File: src/verilog/ghtAddrPkg.sv
/*
 * GHT address package
 * Lookup and table address widths, table geometry and the
 * field rules that split a table address into bank, row and column.
 */
package ghtAddrPkg;

    localparam int NUM_BANKS = 8;
    localparam int NUM_ROWS = 32;
    localparam int NUM_COLS = 256;

    typedef logic [15:0] ipBits_t;
    typedef logic [7:0] ghtHist_t;
    typedef logic [15:0] tableAddr_t;
    typedef logic [2:0] bankIdx_t;
    typedef logic [4:0] rowIdx_t;
    typedef logic [7:0] colIdx_t;

    // bank bits are scattered: 7 and 6 on top, 0 at the bottom
    function automatic bankIdx_t bankOf(input tableAddr_t addr);
        return {addr[7], addr[6], addr[0]};
    endfunction

    function automatic rowIdx_t rowOf(input tableAddr_t addr);
        return addr[5:1];
    endfunction

    function automatic colIdx_t colOf(input tableAddr_t addr);
        return addr[15:8];
    endfunction

endpackage

File: src/verilog/ghtCounterPkg.sv
/*
 * GHT counter package
 * Counter and row word types plus the init sequencer states.
 */
package ghtCounterPkg;

    // 256 counters of 2 bits each
    localparam int ROW_BITS = 512;

    // saturating counter, upper bit set means taken
    typedef logic [1:0] ctr_t;

    typedef logic [ROW_BITS-1:0] rowWord_t;

    typedef enum logic {
        initClear,
        initDone
    } initState_t;

endpackage

File: src/verilog/ghtReadPath.sv
/*
 * GHT read path
 * Registers the lookup inputs, hashes history into the upper address
 * byte and picks the counter from the addressed bank.
 */
`timescale 1ns/100ps

module ghtReadPath import ghtAddrPkg::*; import ghtCounterPkg::*; (
    input  logic                  clk,
    input  logic                  rst,
    input  logic                  readEn,
    input  ipBits_t               ip,
    input  ghtHist_t              hist,
    input  ctr_t [NUM_BANKS-1:0]  bankRdCtr,
    output rowIdx_t               rdRow,
    output colIdx_t               rdCol,
    output ctr_t                  predCtr,
    output logic                  predValid
);

    ipBits_t ipReg;
    ghtHist_t histReg;
    tableAddr_t rdAddr;

    always_ff @(posedge clk) begin
        if (readEn) begin
            ipReg <= ip;
            histReg <= hist;
        end
    end

    always_ff @(posedge clk) begin
        if (rst) begin
            predValid <= 1'b0;
        end else if (readEn) begin
            predValid <= 1'b1;
        end
    end

    // history folds into the column byte only
    assign rdAddr = {ipReg[15:8] ^ histReg, ipReg[7:0]};

    assign rdRow = rowOf(rdAddr);
    assign rdCol = colOf(rdAddr);

    // every bank reads the same row and column, the bank bits choose
    assign predCtr = bankRdCtr[bankOf(rdAddr)];

endmodule

File: config.mk
export PLATFORM = sky130hd
export DESIGN_NAME = ghtReadPath
export DESIGN_NICKNAME = d
export VERILOG_FILES = /design/src/verilog/ghtAddrPkg.sv /design/src/verilog/ghtCounterPkg.sv /design/src/verilog/ghtReadPath.sv
export SDC_FILE = /design/constraint.sdc
export NUM_CORES = 1
export LEC_CHECK = 0
export ABC_AREA = 1
export BUFFER_PORTS_ARGS = -buffer_cell sky130_fd_sc_hd__buf_2
export CAP_MARGIN = 5
export CORE_MARGIN = 2
export CORE_UTILIZATION = 40
export DETAILED_ROUTE_END_ITERATION = 16
export PLACE_DENSITY = 0.75
export SYNTH_ARGS = -nofsm -noshare
export SYNTH_HDL_FRONTEND = slang
export SYNTH_SLANG_ARGS = --single-unit
File: constraint.sdc
create_clock -name clk -period 1.6 [get_ports clk]
set_input_delay 0.48 -clock clk [delete_from_list [all_inputs] [get_ports clk]]
set_output_delay 0.48 -clock clk [all_outputs]
set_load 0.005 [all_outputs]
After elaboration in Yosys (flattened, before gate mapping)
Index checks and enable logic that the tools add are counted.
- $lt $le $gt $ge: 1
- muxes and demuxes: 2
- bitwise operators: 1
- operators by type and width (kind ; number):
    XOR 8 bit ; 1
    binary-select mux 2 bit (select 3 bit) ; 1
    less-than comparator 3 x 4 -> 1 bit, second input constant ; 1
    two-way mux 2 bit ; 1
- output and inout bits: 16
- bits in registers: 25
- word-level logic and storage cells: 7

Longest topological paths before layout
- depth in word-level cells: 2
- gate-level depth with buffers: 7
- depth with buffers taken out: 6

Worst setup path before layout
OpenSTA, ideal clock, no wires.
- path kind: register to output
- from: register ipReg[0]
- to: output predCtr[0]
- arrival time: 0.817 ns
- buffers on the path: 1
- cell stages (with the launch flop): 8
- slack: 0.303 ns
- path through: edfxtp_1 > buf_6 > inv_4 > nand2_1 > nand3_1 > nand2_1 > nand2_1 > nand2_1
- longest elaborated chain between the ends: 2
- RTL lines (element ; line ; text):
    from (decl) ; ghtReadPath.sv:21 ; ipBits_t ipReg;
    from (signal assigned) ; ghtReadPath.sv:27 ; ipReg <= ip;
    binary-select mux 2 bit (select 3 bit) ; ghtReadPath.sv:47 ; assign predCtr = bankRdCtr[bankOf(rdAddr)];
    two-way mux 2 bit (implied by the code) ; ghtReadPath.sv:47 ;
    to (decl) ; ghtReadPath.sv:17 ; output ctr_t predCtr,
No other way between the ends. The select of a mux whose other input is x is not followed.

Worst setup path in the final report
- from: register ipReg[0]
- to: output predCtr[1]
Same word-level chain as after synthesis.

==> out/results.tsv <==
metric	value	unit
outcome	finished, violations left	
failing checks	negative setup slack	
antenna violation net count after detailed routing	0	
max_slew headroom	0.654	
number of synthesized flops with an enable pin	24	
final core utilization	0.575	
Power Density	881	nW/um2
Synth cell types	11	
Tot Pwr	1.28	mW
DR vias/cell	4.47	
initial antenna violation count	0	
pin slew with the least headroom to its limit	519	ps
Post-CTS Hold Buffers	0	
RSZ-0062 raised after global routing	yes	
final setup TNS	-404	ps
Diodes inserted	0	
leakage power	0.734	nW
maxcap violations	0	
TritonCTS Buffers	3	
final max-slew violation count	0	
number of global-route vias before repair	801	
crit-path max FO	8	
row cnt	18	
Critical Path Sink Type	primary output	
Synth top area share	0.668	
final wirelength	1950	um
Sink Count	25	
count leader, synth	nand2_1	
DRC	0	
Initial Utilization	0.428	
IO Count	59	
Layout Skew	0	ps
FF+latch count, synth	25	
Final Setup Violations	2	
Peak Freq	0.553	GHz
GRT Resource Usage Total	0.124	
crit-path cells	buf_6 > clkinv_8 > nand2_1 > nand3_1 > nand2_1 > nand2_1 > nand2_1 > buf_2	
grt met2 use	0.226	
hold crit path type	input port to flip-flop	
clock period minus worst slack	1810	ps
GR peak layer	met2	
Die H	55.9	um
slowest CP cell	edfxtp_1	
WL/cell	10.7	um
die area	3130	um2
Worst setup SP type	flip-flop	
first-pass GRT wire length	3060	um
Synth top cells by count	26 x nand2_1, 24 x edfxtp_1, 11 x inv_1	
largest net degree at the start of global routing	26	
Peak VDD IR	0.761	mV
Synth Net Count	137	
share of async-settable or async-resettable flops after synthesis	0	
Placeable Area	2520	um2
CTS tree	built	
drt first pass iters	4	
cell repeated most along the worst path	nand2_1	
Clock Tree Root	clkbuf_4	
Final Worst Setup Slack	-208	ps
Routability Congestion	0.921	
Worst-Skew Late Latency	300	ps
initial DRC count	14	
post-layout net count	197	
crit-path leading delay family	flip-flops	
Synth Flop Type	edfxtp_1	
clock-pin slew on the worst setup and hold paths	120	ps
H-tree Lvls	1	
number of port buffers	58	
area of the mapped netlist	1080	um2
Synth area leader	edfxtp_1	
met1 Resource Use GR	0.128	
DP Wirelength	1500	um
kind of critical path	flip-flop to primary output	
via count	818	
CTS Buffer Depth	2	
met3 Use GR	0.0279	
WP buf/inv	3	
crit share post-route	1.13	
Syn Inst Count	94	
Worst path max stage delay	420	ps
syn avg cell area	11.5	um2
register area share after synthesis	0.687	
total congestion overflow	0	
share of layout cells above drive strength 1	0.523	
synth top area cells	edfxtp_1 67%, nand2_1 9.0%, xor2_1 6.5%	
CP Data Required Time	1120	ps
Yosys warning count	0	
P&R area growth vs syn	34.5	%
Die W	55.9	um
Final Hold Fails	0	
crit path DAT	1330	ps
## sequential cells by signal (all words and copies together) (netlist names)
signal / cells
predValid: 1
histReg: 8
ipReg: 16
## logic make-up (layout without fill, tap and decap cells)
| logic type | Yosys count | count (layout) | share of synthesized area |
|---|---|---|---|
| XOR/XNOR | 8 | 8 | 0.0650 |
| buffers and inverters | 25 | 84 | 0.114 |
| flip-flops | 25 | 25 | 0.687 |
| AND/OR/NAND/NOR | 36 | 36 | 0.135 |
## per-stage QoR
step	setup WS (ps)	hold slack (ps)	area [um2]	cells
finish	-208	311	1450	183
global route	-294	296	1450	183
CTS	-206	295	1410	182
detailed placement	45.3	466	1360	176
global placement	82.5	450	1360	176
floorplan	303	461	1080	94
## final timing paths
kind              startpoint         end  slack (ps)  cells after the start
hold / removal           rst   predValid         310                      2
setup reg to reg   predValid   predValid        1040                      2
hold reg to reg    predValid   predValid         490                      2
setup / recovery    ipReg[0]  predCtr[1]        -210                      8
## power by group
part           switching, mW  total [mW]  internal (mW)  leakage [nW]
Combinational          0.105       0.219          0.114         0.476
Clock                  0.165       0.262         0.0972        0.0150
Sequential            0.0213       0.795          0.774         0.243
## per-layer routing
metal,part of all wire,up-vias
met4,0.0067,0
met2,0.54,45
met5,0,-
met1,0.36,365
met3,0.096,2
li1,-,406
## layout make-up
cell class	count	area (um2)
fill	227	1070
sequential	25	741
timing repair buffer	61	314
multi-input combinational	44	248
inverter	19	83.8
tap	30	37.5
clock buffer	4	26.3
## repair_timing
action | in CTS | in global routing
gates resized for setup | 5 | 9
buffers inserted | 2 | 1
setup endpoints to repair | 2 | 2
pin swaps | 1 | 4
cloned | 0 | 0
## layout by cell type, fill, tap and decap left out
cell / n
clkbuf_1: 1
nand3_1: 5
nand3_2: 3
buf_6: 1
nand2_1: 21
inv_1: 11
nand2_4: 1
inv_2: 7
clkinv_8: 1
edfxtp_1: 24
nand2_2: 4
buf_4: 1
dfxtp_1: 1
nor2_1: 2
xor2_1: 8
clkbuf_4: 3
buf_2: 59
(Power assumes the default switching activity.)
