$ cat config.mk
export PLATFORM = sky130hd
export DESIGN_NAME = ghtInitSeq
export DESIGN_NICKNAME = d
export VERILOG_FILES = /design/src/verilog/ghtAddrPkg.sv /design/src/verilog/ghtCounterPkg.sv /design/src/verilog/ghtInitSeq.sv
export SDC_FILE = /design/constraint.sdc
export NUM_CORES = 1
export LEC_CHECK = 0
export BUFFER_PORTS_ARGS = -buffer_cell sky130_fd_sc_hd__buf_4
export CAP_MARGIN = 20
export CORE_AREA = 2 2 39 41
export DETAILED_ROUTE_END_ITERATION = 7
export DIE_AREA = 0 0 41 43
export PLACE_DENSITY_LB_ADDON = 0.15
export SETUP_SLACK_MARGIN = 0.5
export SYNTH_ARGS = -nofsm -noshare
export SYNTH_HDL_FRONTEND = slang
export SYNTH_SLANG_ARGS = --single-unit
$ cat constraint.sdc
create_clock -name clk -period 2.2 [get_ports clk]
set_input_delay 0.33 -clock clk [delete_from_list [all_inputs] [get_ports clk]]
set_output_delay 0.33 -clock clk [all_outputs]
set_load 0.05 [all_outputs]
$ cat src/verilog/ghtAddrPkg.sv
/*
 * GHT address package
 * Lookup and table address widths, table geometry and the
 * field rules that split a table address into bank, row and column.
 */
package ghtAddrPkg;

    localparam int NUM_BANKS = 8;
    localparam int NUM_ROWS = 32;
    localparam int NUM_COLS = 256;

    typedef logic [15:0] ipBits_t;
    typedef logic [7:0] ghtHist_t;
    typedef logic [15:0] tableAddr_t;
    typedef logic [2:0] bankIdx_t;
    typedef logic [4:0] rowIdx_t;
    typedef logic [7:0] colIdx_t;

    // bank bits are scattered: 7 and 6 on top, 0 at the bottom
    function automatic bankIdx_t bankOf(input tableAddr_t addr);
        return {addr[7], addr[6], addr[0]};
    endfunction

    function automatic rowIdx_t rowOf(input tableAddr_t addr);
        return addr[5:1];
    endfunction

    function automatic colIdx_t colOf(input tableAddr_t addr);
        return addr[15:8];
    endfunction

endpackage

$ cat src/verilog/ghtCounterPkg.sv
/*
 * GHT counter package
 * Counter and row word types plus the init sequencer states.
 */
package ghtCounterPkg;

    // 256 counters of 2 bits each
    localparam int ROW_BITS = 512;

    // saturating counter, upper bit set means taken
    typedef logic [1:0] ctr_t;

    typedef logic [ROW_BITS-1:0] rowWord_t;

    typedef enum logic {
        initClear,
        initDone
    } initState_t;

endpackage

$ cat src/verilog/ghtInitSeq.sv
/*
 * GHT init sequencer
 * Walks every row once after reset so the banks zero it,
 * then holds the table ready.
 */
`timescale 1ns/100ps

module ghtInitSeq import ghtAddrPkg::*; import ghtCounterPkg::*; #(
    parameter int numRows = 32
) (
    input  logic    clk,
    input  logic    rst,
    output logic    initBusy,
    output rowIdx_t initRow,
    output logic    tableReady
);

    initState_t state;
    rowIdx_t rowCnt;

    always_ff @(posedge clk) begin
        if (rst) begin
            state <= initClear;
            rowCnt <= '0;
        end else if (state == initClear) begin
            rowCnt <= rowCnt + 1'b1;
            // last row cleared at this edge
            if (rowCnt == rowIdx_t'(numRows - 1)) begin
                state <= initDone;
            end
        end
    end

    assign initBusy = (state == initClear);
    assign tableReady = (state == initDone);
    assign initRow = rowCnt;

endmodule

# --- Word-level counts from Yosys, hierarchy flattened ---
# Index checks and enable logic that the tools add are counted.
classes:
  addsub: 1
  mul: 0
  div_mod_pow: 0
  magnitude_cmp: 0
  n_eq_ne: 1
  n_shift: 0
  mux: 2
  bitwise: 1
  n_reduce_logical: 0
op_table:
  columns: ["op", "count"]
  rows:
  - ["5-bit by 1-bit adder with 5-bit output, second input constant", 1]
  - ["5-bit == test, second input constant", 1]
  - ["1-bit two-way mux", 2]
  - ["1-bit inverter", 1]
word_totals:
  regBits: 6
  latchBits: 0
  ramBits: 0
  mem_bits_ro: 0
  in_bits: 2
  output_inout_bits: 7
  word_cells: 7
  mem_count: 0

# --- Logic depth before layout (Yosys ltp) ---
depth:
  word_depth: 3
  mapped_depth: 5

# --- Worst setup path after synthesis ---
# OpenSTA, ideal clock, no wires.
synth_path:
  kind: "register to register"
  from: "reg rowCnt[0] (netlist: initRow[0])"
  to: "reg rowCnt[4] (netlist: initRow[4])"
  setup_time_ps: 116
  t_arrival_ps: 1468
  required_time_ps: 2084
  setup_slack_ps: 616
  stages_incl_launch_ff: 6
  n_path_buf: 0
  period_less_slack_ps: 1584
  path_cell_list: "dfxtp_1 > ha_1 > and3_1 > ha_1 > mux2i_1 > nor2_1"
synth_via:
  elab_chain_len: 1
synth_rtl:
  columns: ["item", "line_no", "rtl"]
  rows:
  - ["start, declared", "ghtInitSeq.sv:19", "rowIdx_t rowCnt;"]
  - ["start signal, assigned", "ghtInitSeq.sv:26", "rowCnt <= rowCnt + 1'b1;"]
  - ["5-bit by 1-bit adder with 5-bit output", "ghtInitSeq.sv:26", null]
# No other way between the ends.
# A chain may end at the register's enable or synchronous reset.

# --- Final worst setup path ---
layout_path:
  from: "reg state (netlist: tableReady)"
  to: "out tableReady"
layout_lines:
  columns: ["item", "line_no", "rtl"]
  rows:
  - ["start, declared", "ghtInitSeq.sv:18", "initState_t state;"]
  - ["start signal, assigned", "ghtInitSeq.sv:23", "state <= initClear;"]
  - ["start signal, assigned", "ghtInitSeq.sv:29", "state <= initDone;"]
  - ["end, declared", "ghtInitSeq.sv:15", "output logic tableReady"]
# No word-level cell between the ends.

==> impl_results.md <==
- Outcome: complete, no violations
- Die width: 41 µm
- Detailed-route DRC error count: 0
- Pwr dens: 726 nW/µm²
- Die height: 43 µm
- Post-synthesis mux area share: 0.0737
- Seq/Total Area, Yosys: 0.442
- Yosys warning count: 0
- Core area: 1380 µm²
- Final hold violations: 0
- Layout Skew: 0.572 ps
- Worst Path Required: 1870 ps
- Hold Crit Start: rst
- Synth top area cells: dfxtp_1 44%, nor2_1 9.7%, ha_1 9.2%
- Cts hold-fix bufs: 0
- H-Tree Depth: 1
- Max-Slew Margin vs Limit: 0.767
- Die area: 1760 µm²
- Share of layout cells above drive strength 1: 0.371
- Multi-input logic area: 136 µm²
- CTS tree: yes
- Maximum vdd ir drop: 0.208 mV
- Startpoint Class: flip-flop
- Pint: 189 µW
- Post-Syn Area: 272 µm²
- Switching share of power: 0.283
- Hold Crit Class: input pin to flip-flop
- ANT cells: 0
- Fill cells: 159
- Port-buffer cells: 8
- RD Place Congestion: 0.667
- Lkg Pwr: 0.197 nW
- Gr usage total: 0.0823
- Routed vias/inst: 4.10
- Slew Limit Fails: 0
- Share of Yosys cell area claimed by the top area cell type: 0.442
- Critical Path, Cell by Cell: buf_4
- Final total negative setup slack: 0 ps
- Logic pwr share: 0.142
- Synth Instances: 25
- Final Net Count: 41
- DR pass1 iterations: 3
- Syn nets: 29
- Clk pwr share: 0.396
- Clock-pin slew on the worst setup and hold paths: 50 ps
- Crit end category: output pin
- First-pass GRT wire length: 855 µm
- Initial antenna violation count: 0
- Final worst-path cycle share: 0.622
- RSZ-0062 raised after global routing: no
- Buffers & Inverters on Critical Path: 1
- Origin of the worst setup path: tableReady
- Psw: 74.5 µW
- Clock root buffer: clkbuf_4
- Seq pwr share: 0.462
- Final worst setup slack: 832 ps
- Clock sink count: 6
- Crit path DAT: 1040 ps
- Synth Area per Inst: 10.9 µm²
- Worst R2R Start: initRow[0]
- Max FO, Critical Path: 8
- Initial Util: 0.196
- Minimum clock period: 1370 ps
- Maxcap violations: 0
- CTS Buf Count: 3
- Via count: 209
- Area delta synth->final: 33.6%
- Largest family of logic cells by synthesized area: simple AND/OR/NAND/NOR gates
- Largest net degree at the start of global routing: 9
- WS Path Type: flip-flop to output pin
- Compound-Gate Fraction of Synth Area: 0
- Final total power: 263 µW
- Total detailed-routing wirelength: 482 µm
- Drt initial violations: 1
- Row count: 14
- CP max stage delay: 520 ps
- Adder-cell share of the synthesized area: 0.0922
- Pre-CTS setup slack: 879 ps
- R2r setup slk: 880 ps
- Clock tree buffer depth: 2
- Wire length per cell: 9.45 µm
- Leading area contributor after synthesis: dfxtp_1
- Worst Tran Pin Value: 350 ps
- Post-Synth Simple-Gate Area: 0.240
- Xor/xnor share of the synthesized area: 0.0968
- Vias in the first global route: 211
- Post-CTS Setup Bufs: 0
- Top achievable clock speed: 0.731 GHz
- Post-synthesis register bit count: 6
- Total grt overflow: 0
- Post-DRT Antenna Nets: 0
- Delay-heaviest family, CP: flip-flops
- Finish-stage setup viols: 0
- Distinct cells, synth: 11
- Slowest cell on crit path: dfxtp_1
- Resized Gates After CTS: 0
- Clock Latency Late Sink: 250 ps
- Sequential cell area: 120 µm²
- Io pins: 9
[logic make-up (layout without fill, tap and decap cells)]
logic type,count (synthesis),in the layout
fa+ha+maj,2,2
mux,2,2
flops,6,6
xor+xnor,3,3
simple gates,10,10
buf+inv,2,12
[flip-flops by register name, indices dropped and copies added (netlist names)]
| signal | cells |
|---|---|
| tableReady | 1 |
| initRow | 5 |
[synth_stat cells]
master,number
and3_1,1
buf_6,1
dfxtp_1,6
ha_1,2
inv_1,1
mux2i_1,2
nand4b_4,1
nor2_1,7
nor2b_2,1
xnor2_1,1
xor2_1,2
[metrics by stage]
stage / area [µm²] / cells / hold slack (ps) / util
3_3_place_gp: 340 / 48 / 512 / 0.246
6_report: 363 / 51 / 290 / 0.262
2_1_floorplan: 272 / 25 / 402 / -
3_5_place_dp: 340 / 48 / 535 / 0.246
4_1_cts: 363 / 51 / 289 / 0.262
5_1_grt: 363 / 51 / 289 / 0.262
[power groups by stage]
stage / clock network [mW] / registers, mW / logic [mW]
6_report: 0.104 / 0.122 / 0.0373
5_1_grt: 0.120 / 0.122 / 0.0411
4_1_cts: 0.111 / 0.122 / 0.0379
3_5_place_dp: 0 / 0.124 / 0.0379
3_3_place_gp: 0 / 0.124 / 0.0379
2_1_floorplan: 0 / 0.140 / 0.00904
[worst paths after layout]
check	cells after the start	endpoint
setup / recovery	1	tableReady
hold / removal	2	tableReady
setup reg to reg	5	initRow[4]
hold reg to reg	2	initRow[3]
[per-layer routing]
metal | vias to the layer above | wire length [µm] | part of all wire | GRT usage
li1 | 101 | - | - | -
met1 | 95 | 193 | 0.40 | 0.0900
met2 | 10 | 211 | 0.44 | 0.0938
met3 | 3 | 49 | 0.10 | 0.0471
met4 | 0 | 28 | 0.058 | 0.100
met5 | - | 0 | 0 | 0
[layout by cell type, fill, tap and decap left out, drive strengths merged]
cell    instances
xor2            2
dfxtp           6
ha              2
nand4b          1
mux2i           2
nor2            7
buf             8
nor2b           1
inv             1
xnor2           1
and3            1
clkbuf          3
[area by class of cell]
| cell class | instances | area share |
|---|---|---|
| multi-input combinational | 17 | 0.376 |
| sequential | 6 | 0.331 |
| timing repair buffer | 8 | 0.166 |
| clock buffer | 3 | 0.0621 |
| tap | 16 | 0.0552 |
| inverter | 1 | 0.0103 |
No activity file was read; power rests on OpenSTA's default activity.
