[config.mk]
export PLATFORM = sky130hd
export DESIGN_NAME = ghtWriteArbiter
export DESIGN_NICKNAME = d
export VERILOG_FILES = /design/src/verilog/ghtAddrPkg.sv /design/src/verilog/ghtCounterPkg.sv /design/src/verilog/ghtWriteArbiter.sv
export SDC_FILE = /design/constraint.sdc
export NUM_CORES = 1
export LEC_CHECK = 0
export BUFFER_PORTS_ARGS = -buffer_cell sky130_fd_sc_hd__buf_2
export CORE_MARGIN = 5
export CORE_UTILIZATION = 36
export DETAILED_ROUTE_END_ITERATION = 12
export PLACE_DENSITY = 0.66
export SETUP_SLACK_MARGIN = 0.5
export SYNTH_ARGS = -nofsm -noshare
export SYNTH_HDL_FRONTEND = slang
export SYNTH_SLANG_ARGS = --single-unit
[constraint.sdc]
create_clock -name clk -period 2.6 [get_ports clk]
set_input_delay 0.52 -clock clk [delete_from_list [all_inputs] [get_ports clk]]
set_output_delay 0.52 -clock clk [all_outputs]
set_load 0.1 [all_outputs]
[src/verilog/ghtAddrPkg.sv]
/*
 * GHT address package
 * Lookup and table address widths, table geometry and the
 * field rules that split a table address into bank, row and column.
 */
package ghtAddrPkg;

    localparam int NUM_BANKS = 8;
    localparam int NUM_ROWS = 32;
    localparam int NUM_COLS = 256;

    typedef logic [15:0] ipBits_t;
    typedef logic [7:0] ghtHist_t;
    typedef logic [15:0] tableAddr_t;
    typedef logic [2:0] bankIdx_t;
    typedef logic [4:0] rowIdx_t;
    typedef logic [7:0] colIdx_t;

    // bank bits are scattered: 7 and 6 on top, 0 at the bottom
    function automatic bankIdx_t bankOf(input tableAddr_t addr);
        return {addr[7], addr[6], addr[0]};
    endfunction

    function automatic rowIdx_t rowOf(input tableAddr_t addr);
        return addr[5:1];
    endfunction

    function automatic colIdx_t colOf(input tableAddr_t addr);
        return addr[15:8];
    endfunction

endpackage

[src/verilog/ghtCounterPkg.sv]
/*
 * GHT counter package
 * Counter and row word types plus the init sequencer states.
 */
package ghtCounterPkg;

    // 256 counters of 2 bits each
    localparam int ROW_BITS = 512;

    // saturating counter, upper bit set means taken
    typedef logic [1:0] ctr_t;

    typedef logic [ROW_BITS-1:0] rowWord_t;

    typedef enum logic {
        initClear,
        initDone
    } initState_t;

endpackage

[src/verilog/ghtWriteArbiter.sv]
/*
 * GHT write arbiter
 * Steers two update ports onto the eight banks, one write per bank
 * per cycle, parking a conflicting update in a one-entry save buffer.
 */
`timescale 1ns/100ps

module ghtWriteArbiter import ghtAddrPkg::*; import ghtCounterPkg::*; (
    input  logic                     clk,
    input  logic                     rst,
    input  logic                     initBusy,
    input  logic                     wrEn0,
    input  tableAddr_t               wrAddr0,
    input  ctr_t                     wrCtr0,
    input  logic                     wrEn1,
    input  tableAddr_t               wrAddr1,
    input  ctr_t                     wrCtr1,
    output logic [NUM_BANKS-1:0]     bankWen,
    output rowIdx_t [NUM_BANKS-1:0]  bankRow,
    output colIdx_t [NUM_BANKS-1:0]  bankCol,
    output ctr_t [NUM_BANKS-1:0]     bankCtr
);

    logic savedPend;
    tableAddr_t savedAddr;
    ctr_t savedCtr;

    bankIdx_t bank0;
    bankIdx_t bank1;
    bankIdx_t savedBank;
    logic live0;
    logic live1;
    logic take1;
    logic save0;
    logic save1;

    assign bank0 = bankOf(wrAddr0);
    assign bank1 = bankOf(wrAddr1);
    assign savedBank = bankOf(savedAddr);

    // ports are ignored while the table is being cleared
    assign live0 = wrEn0 && !initBusy;
    assign live1 = wrEn1 && !initBusy;

    assign take1 = live1 && !(live0 && bank1 == bank0);

    assign save1 = savedPend ?
        live1 && !(live0 && bank0 == savedBank) &&
            (bank1 == savedBank || (live0 && bank1 == bank0)) :
        live1 && live0 && bank1 == bank0;
    assign save0 = savedPend && live0 && bank0 == savedBank && !save1;

    always_comb begin
        for (int b = 0; b < NUM_BANKS; b++) begin
            if (savedPend) begin
                // saved write owns the cycle
                bankWen[b] = (savedBank == bankIdx_t'(b));
                bankRow[b] = rowOf(savedAddr);
                bankCol[b] = colOf(savedAddr);
                bankCtr[b] = savedCtr;
            end else if (live0 && bank0 == bankIdx_t'(b)) begin
                bankWen[b] = 1'b1;
                bankRow[b] = rowOf(wrAddr0);
                bankCol[b] = colOf(wrAddr0);
                bankCtr[b] = wrCtr0;
            end else begin
                bankWen[b] = take1 && bank1 == bankIdx_t'(b);
                bankRow[b] = rowOf(wrAddr1);
                bankCol[b] = colOf(wrAddr1);
                bankCtr[b] = wrCtr1;
            end
        end
    end

    always_ff @(posedge clk) begin
        if (rst) begin
            savedPend <= 1'b0;
        end else begin
            savedPend <= save0 || save1;
        end
    end

    always_ff @(posedge clk) begin
        if (save1) begin
            savedAddr <= wrAddr1;
            savedCtr <= wrCtr1;
        end else if (save0) begin
            savedAddr <= wrAddr0;
            savedCtr <= wrCtr0;
        end
    end

endmodule
==> results.cfg, run 1 <==
[cts]
cts_max_path_buffers = 2
postCtsSetupBuffers = 17
cts_made_buffers = 3
cts_hold_buf = 0
post_cts_resized = 353
cts-root-buf = clkbuf_8
cts.sinks = 19
htree_levels = 1

[yosys]
synth_commonest_cells = nand2_1, a31oi_1, clkbuf_1
syn_inst = 559
yosysWarnings = 0
ys_seq_area_share_pct = 16.79
synth.distinct_cells = 40
synth.area.top_cells = nand2_1, a31oi_1, edfxtp_1
synth_flop_cell = edfxtp_1
avgSynthCellArea_um2 = 5.972
synth_area_mm2 = 0.003338
yosysTopAreaCellShare_pct = 27.55
ys_ff_latch = 19
synth_fp_nets = 600
synth_async_sr_flop_share_pct = 0
synth_area_leader_cell = nand2_1
synth_enable_flop_cells = 18
synth_most_common_cell = nand2_1

[place]
post-dp-hpwl_um = 15570
placed_cell_area_mm2 = 0.008229
placed_cells = 823
io_buffers = 168
gp_congestion = 0.8943

[floorplan]
rows = 35
start_util_pct = 36.47
die_h_um = 106.3
die_width_um = 106.3
io_pins = 169

[run_status]
stop_stage = clock tree synthesis (4_1_cts)
status = did not finish
error_message = [ERROR DPL-0038] Utilization greater than 100%, impossible to legalize
[cells by family after synthesis]
family | count (synthesis) | synth area share, %
and+or+nand+nor | 296 | 36.47
DFF | 19 | 16.79
AOI/OAI and AO/OA | 140 | 27.14
xor gates and xnor gates | 9 | 2.361
buffers and inverters | 77 | 10.04
muxes | 18 | 7.196
[through the flow]
| stage | hold WS, ns | worst slack (ns) | util, % |
|---|---|---|---|
| after floorplan | 0.5891 | -0.004521 | - |
| after global placement | 0.6887 | -0.05416 | 89.91 |
| after detailed placement | 0.6948 | -0.1674 | 89.91 |
==> run 2: changes to the inputs <==
--- a/config.mk
+++ b/config.mk
@@ -7,10 +7,9 @@
 export LEC_CHECK = 0
 export BUFFER_PORTS_ARGS = -buffer_cell sky130_fd_sc_hd__buf_2
 export CORE_MARGIN = 5
-export CORE_UTILIZATION = 36
+export CORE_UTILIZATION = 21
 export DETAILED_ROUTE_END_ITERATION = 12
-export PLACE_DENSITY = 0.66
-export SETUP_SLACK_MARGIN = 0.5
+export PLACE_DENSITY_LB_ADDON = 0.15
 export SYNTH_ARGS = -nofsm -noshare
 export SYNTH_HDL_FRONTEND = slang
 export SYNTH_SLANG_ARGS = --single-unit
==> results.cfg, run 2 <==
[run_status]
status = finished with violations
violations = negative setup slack

[global_route]
grtUsageTotal_pct = 20.35
grt_pass1_vias = 4979
grt.busiest_layer = met2
grt_pass1_wl_um = 29440
grt_max_degree = 40
overflow = 0
use_met1_pct = 27.27
antenna_found_initial = 0
met3_usage_pct = 2.887
grt_use_met2_pct = 34.31

[cells_and_area]
syn2layout_area_growth_pct = 162.6
antenna_cells = 0
stdcell_count = 928
nets = 754
final_common_cell = nand2_1
stdcell_area_mm2 = 0.008767
largest_reg_flops = 16
drive_above_1_share_pct = 60.25
final_cell_mix = nand2_1, buf_12, a31oi_4
final_util_pct = 55.80
regMostFlops = savedAddr
top_regs = savedAddr x16, savedCtr x2, savedPend x1

[worst_hold_path]
min-delay-start = rst
hp-class = in -> reg

[detailed_routing]
wire_per_inst_um = 20.95
ant_nets = 0
drc = 0
finalWirelength_um = 19440
drtIter0Drc = 347
first_pass_iters = 6
routed_via_density = 5.261
vias = 4882

[floorplan]
die_width_um = 136.1
rows = 46
die_h_um = 136.1
io_pins = 169
start_util_pct = 21.25
coreArea_mm2 = 0.01571
dieArea_mm2 = 0.01852

[setup_path]
rrSetupSlack_ns = 0.54
required_ns = 2.08
critPathLaunch = wrAddr0[6]
startpoint_type = primary input
critPathArrivalTime_ns = 2.12
cp-end-kind = output port
path_class = in -> out
r2r-start = savedAddr[7]$_DFFE_PP_
critPathMaxFanout = 7

[power_and_ir_drop]
pwr_density_cell_mw_per_mm2 = 321.6
peakVddDrop_mv = 0.1984
p_leak_uw = 0.003170

[timing]
rsz0062_at_grt = yes
finalCritPeriodShare_pct = 101.6
fin_ws_ns = -0.04079
period_minus_slack_ns = 2.641
tightest_slew_ns = 0.9065
max_freq_mhz = 378.7
slew_headroom_pct = 39.50
holdWs_ns = 0.4566
slew_viol_final = 0
finClkSkew_ns = 0.001827
hold_viol_final = 0
setup_violations = 7

[cts]
htree_levels = 1
clkSlewWorstSetupHoldPaths_ns = 0.06
cts_made_buffers = 3
cts-root-buf = clkbuf_16
cts_max_path_buffers = 2
cts.sinks = 19
cts_tree = built
clk_latency_ns = 0.25

[yosys]
synth_area_mm2 = 0.003338
synth_area_leader_cell = nand2_1
synth.distinct_cells = 40
synth_fp_nets = 600
yosysTopAreaCellShare_pct = 27.55
yosysWarnings = 0
synth_commonest_cells = nand2_1, a31oi_1, clkbuf_1
synth_async_sr_flop_share_pct = 0
synth_enable_flop_cells = 18
ys_seq_area_share_pct = 16.79
avgSynthCellArea_um2 = 5.972
ys_ff_latch = 19
synth_most_common_cell = nand2_1
synth.area.top_cells = nand2_1, a31oi_1, edfxtp_1
synth_flop_cell = edfxtp_1
syn_inst = 559

[place]
io_buffers = 168
gp_congestion = 0.8041
place_ws_ns = -0.1151
placed_cell_area_mm2 = 0.008452
post-dp-hpwl_um = 14360
placed_cells = 917

[job]
maxCapViolations = 0
-- run 2: cell counts after synthesis --
Identical to the previous run, type by type.
-- run 2: what timing repair did --
item                                    CTS  global route
pin swaps                                 1            43
setup buffers                             1             4
hold buffers                              0             0
endpoints found under the setup margin   51            20
cloned                                    0             2
gates resized for setup                  10            43
-- run 2: final timing paths --
check / to / cells past startpoint
min reg2reg: savedPend$_SDFF_PP0_ / 4
max: bankCol[10] / 8
min: savedPend$_SDFF_PP0_ / 2
max reg2reg: savedAddr[9]$_DFFE_PP_ / 5
-- run 2: layout make-up --
| cell class | instances | area (um^2) |
|---|---|---|
| Inverter | 2 | 15.01 |
| Clock buffer | 4 | 78.83 |
| Fill cell | 1338 | 6945 |
| Sequential cell | 19 | 560.5 |
| Tap cell | 216 | 270.3 |
| Multi-Input combinational cell | 463 | 4494 |
| Timing Repair Buffer | 224 | 3348 |
-- run 2: critical path: stages --
cell and delay, ns:
buf_6 0.09, or3b_4 0.45, buf_6 0.15, nor2_4 0.19, clkbuf_16 0.22, nand2_4 0.06, a31oi_4 0.24, buf_12 0.20
-- run 2: cell families after synthesis --
kind of cell | count (synthesis) | share of synthesized area [%]
XOR/XNOR | 9 | 2.361
flip-flops | 19 | 16.79
buffers and inverters | 77 | 10.04
AND/OR/NAND/NOR | 296 | 36.47
multiplexers | 18 | 7.196
AO/OA/AOI/OAI | 140 | 27.14
-- run 2: metrics by stage --
stage                      TNS (ns)  power, uW
after CTS                 -0.002689       2817
after floorplan              -1.550       1759
final                      -0.06158       2820
after global placement       -1.044       2457
after global routing        -0.9652       2897
after detailed placement     -2.005       2471
-- run 2: metal layers --
metal,part of all wire [%],routed length (um)
met1,45,8653
met2,48,9285
met3,5.8,1132
met4,1.9,367
met5,0,0
-- run 2: power by group --
group | switching (uW) | leakage, uW | internal [uW] | total (uW)
sequential | 1.23 | 0.000170 | 337 | 338
clock | 124 | 0.0000382 | 209 | 333
combinational | 1380 | 0.00296 | 771 | 2150
(Power assumes the default switching activity.)
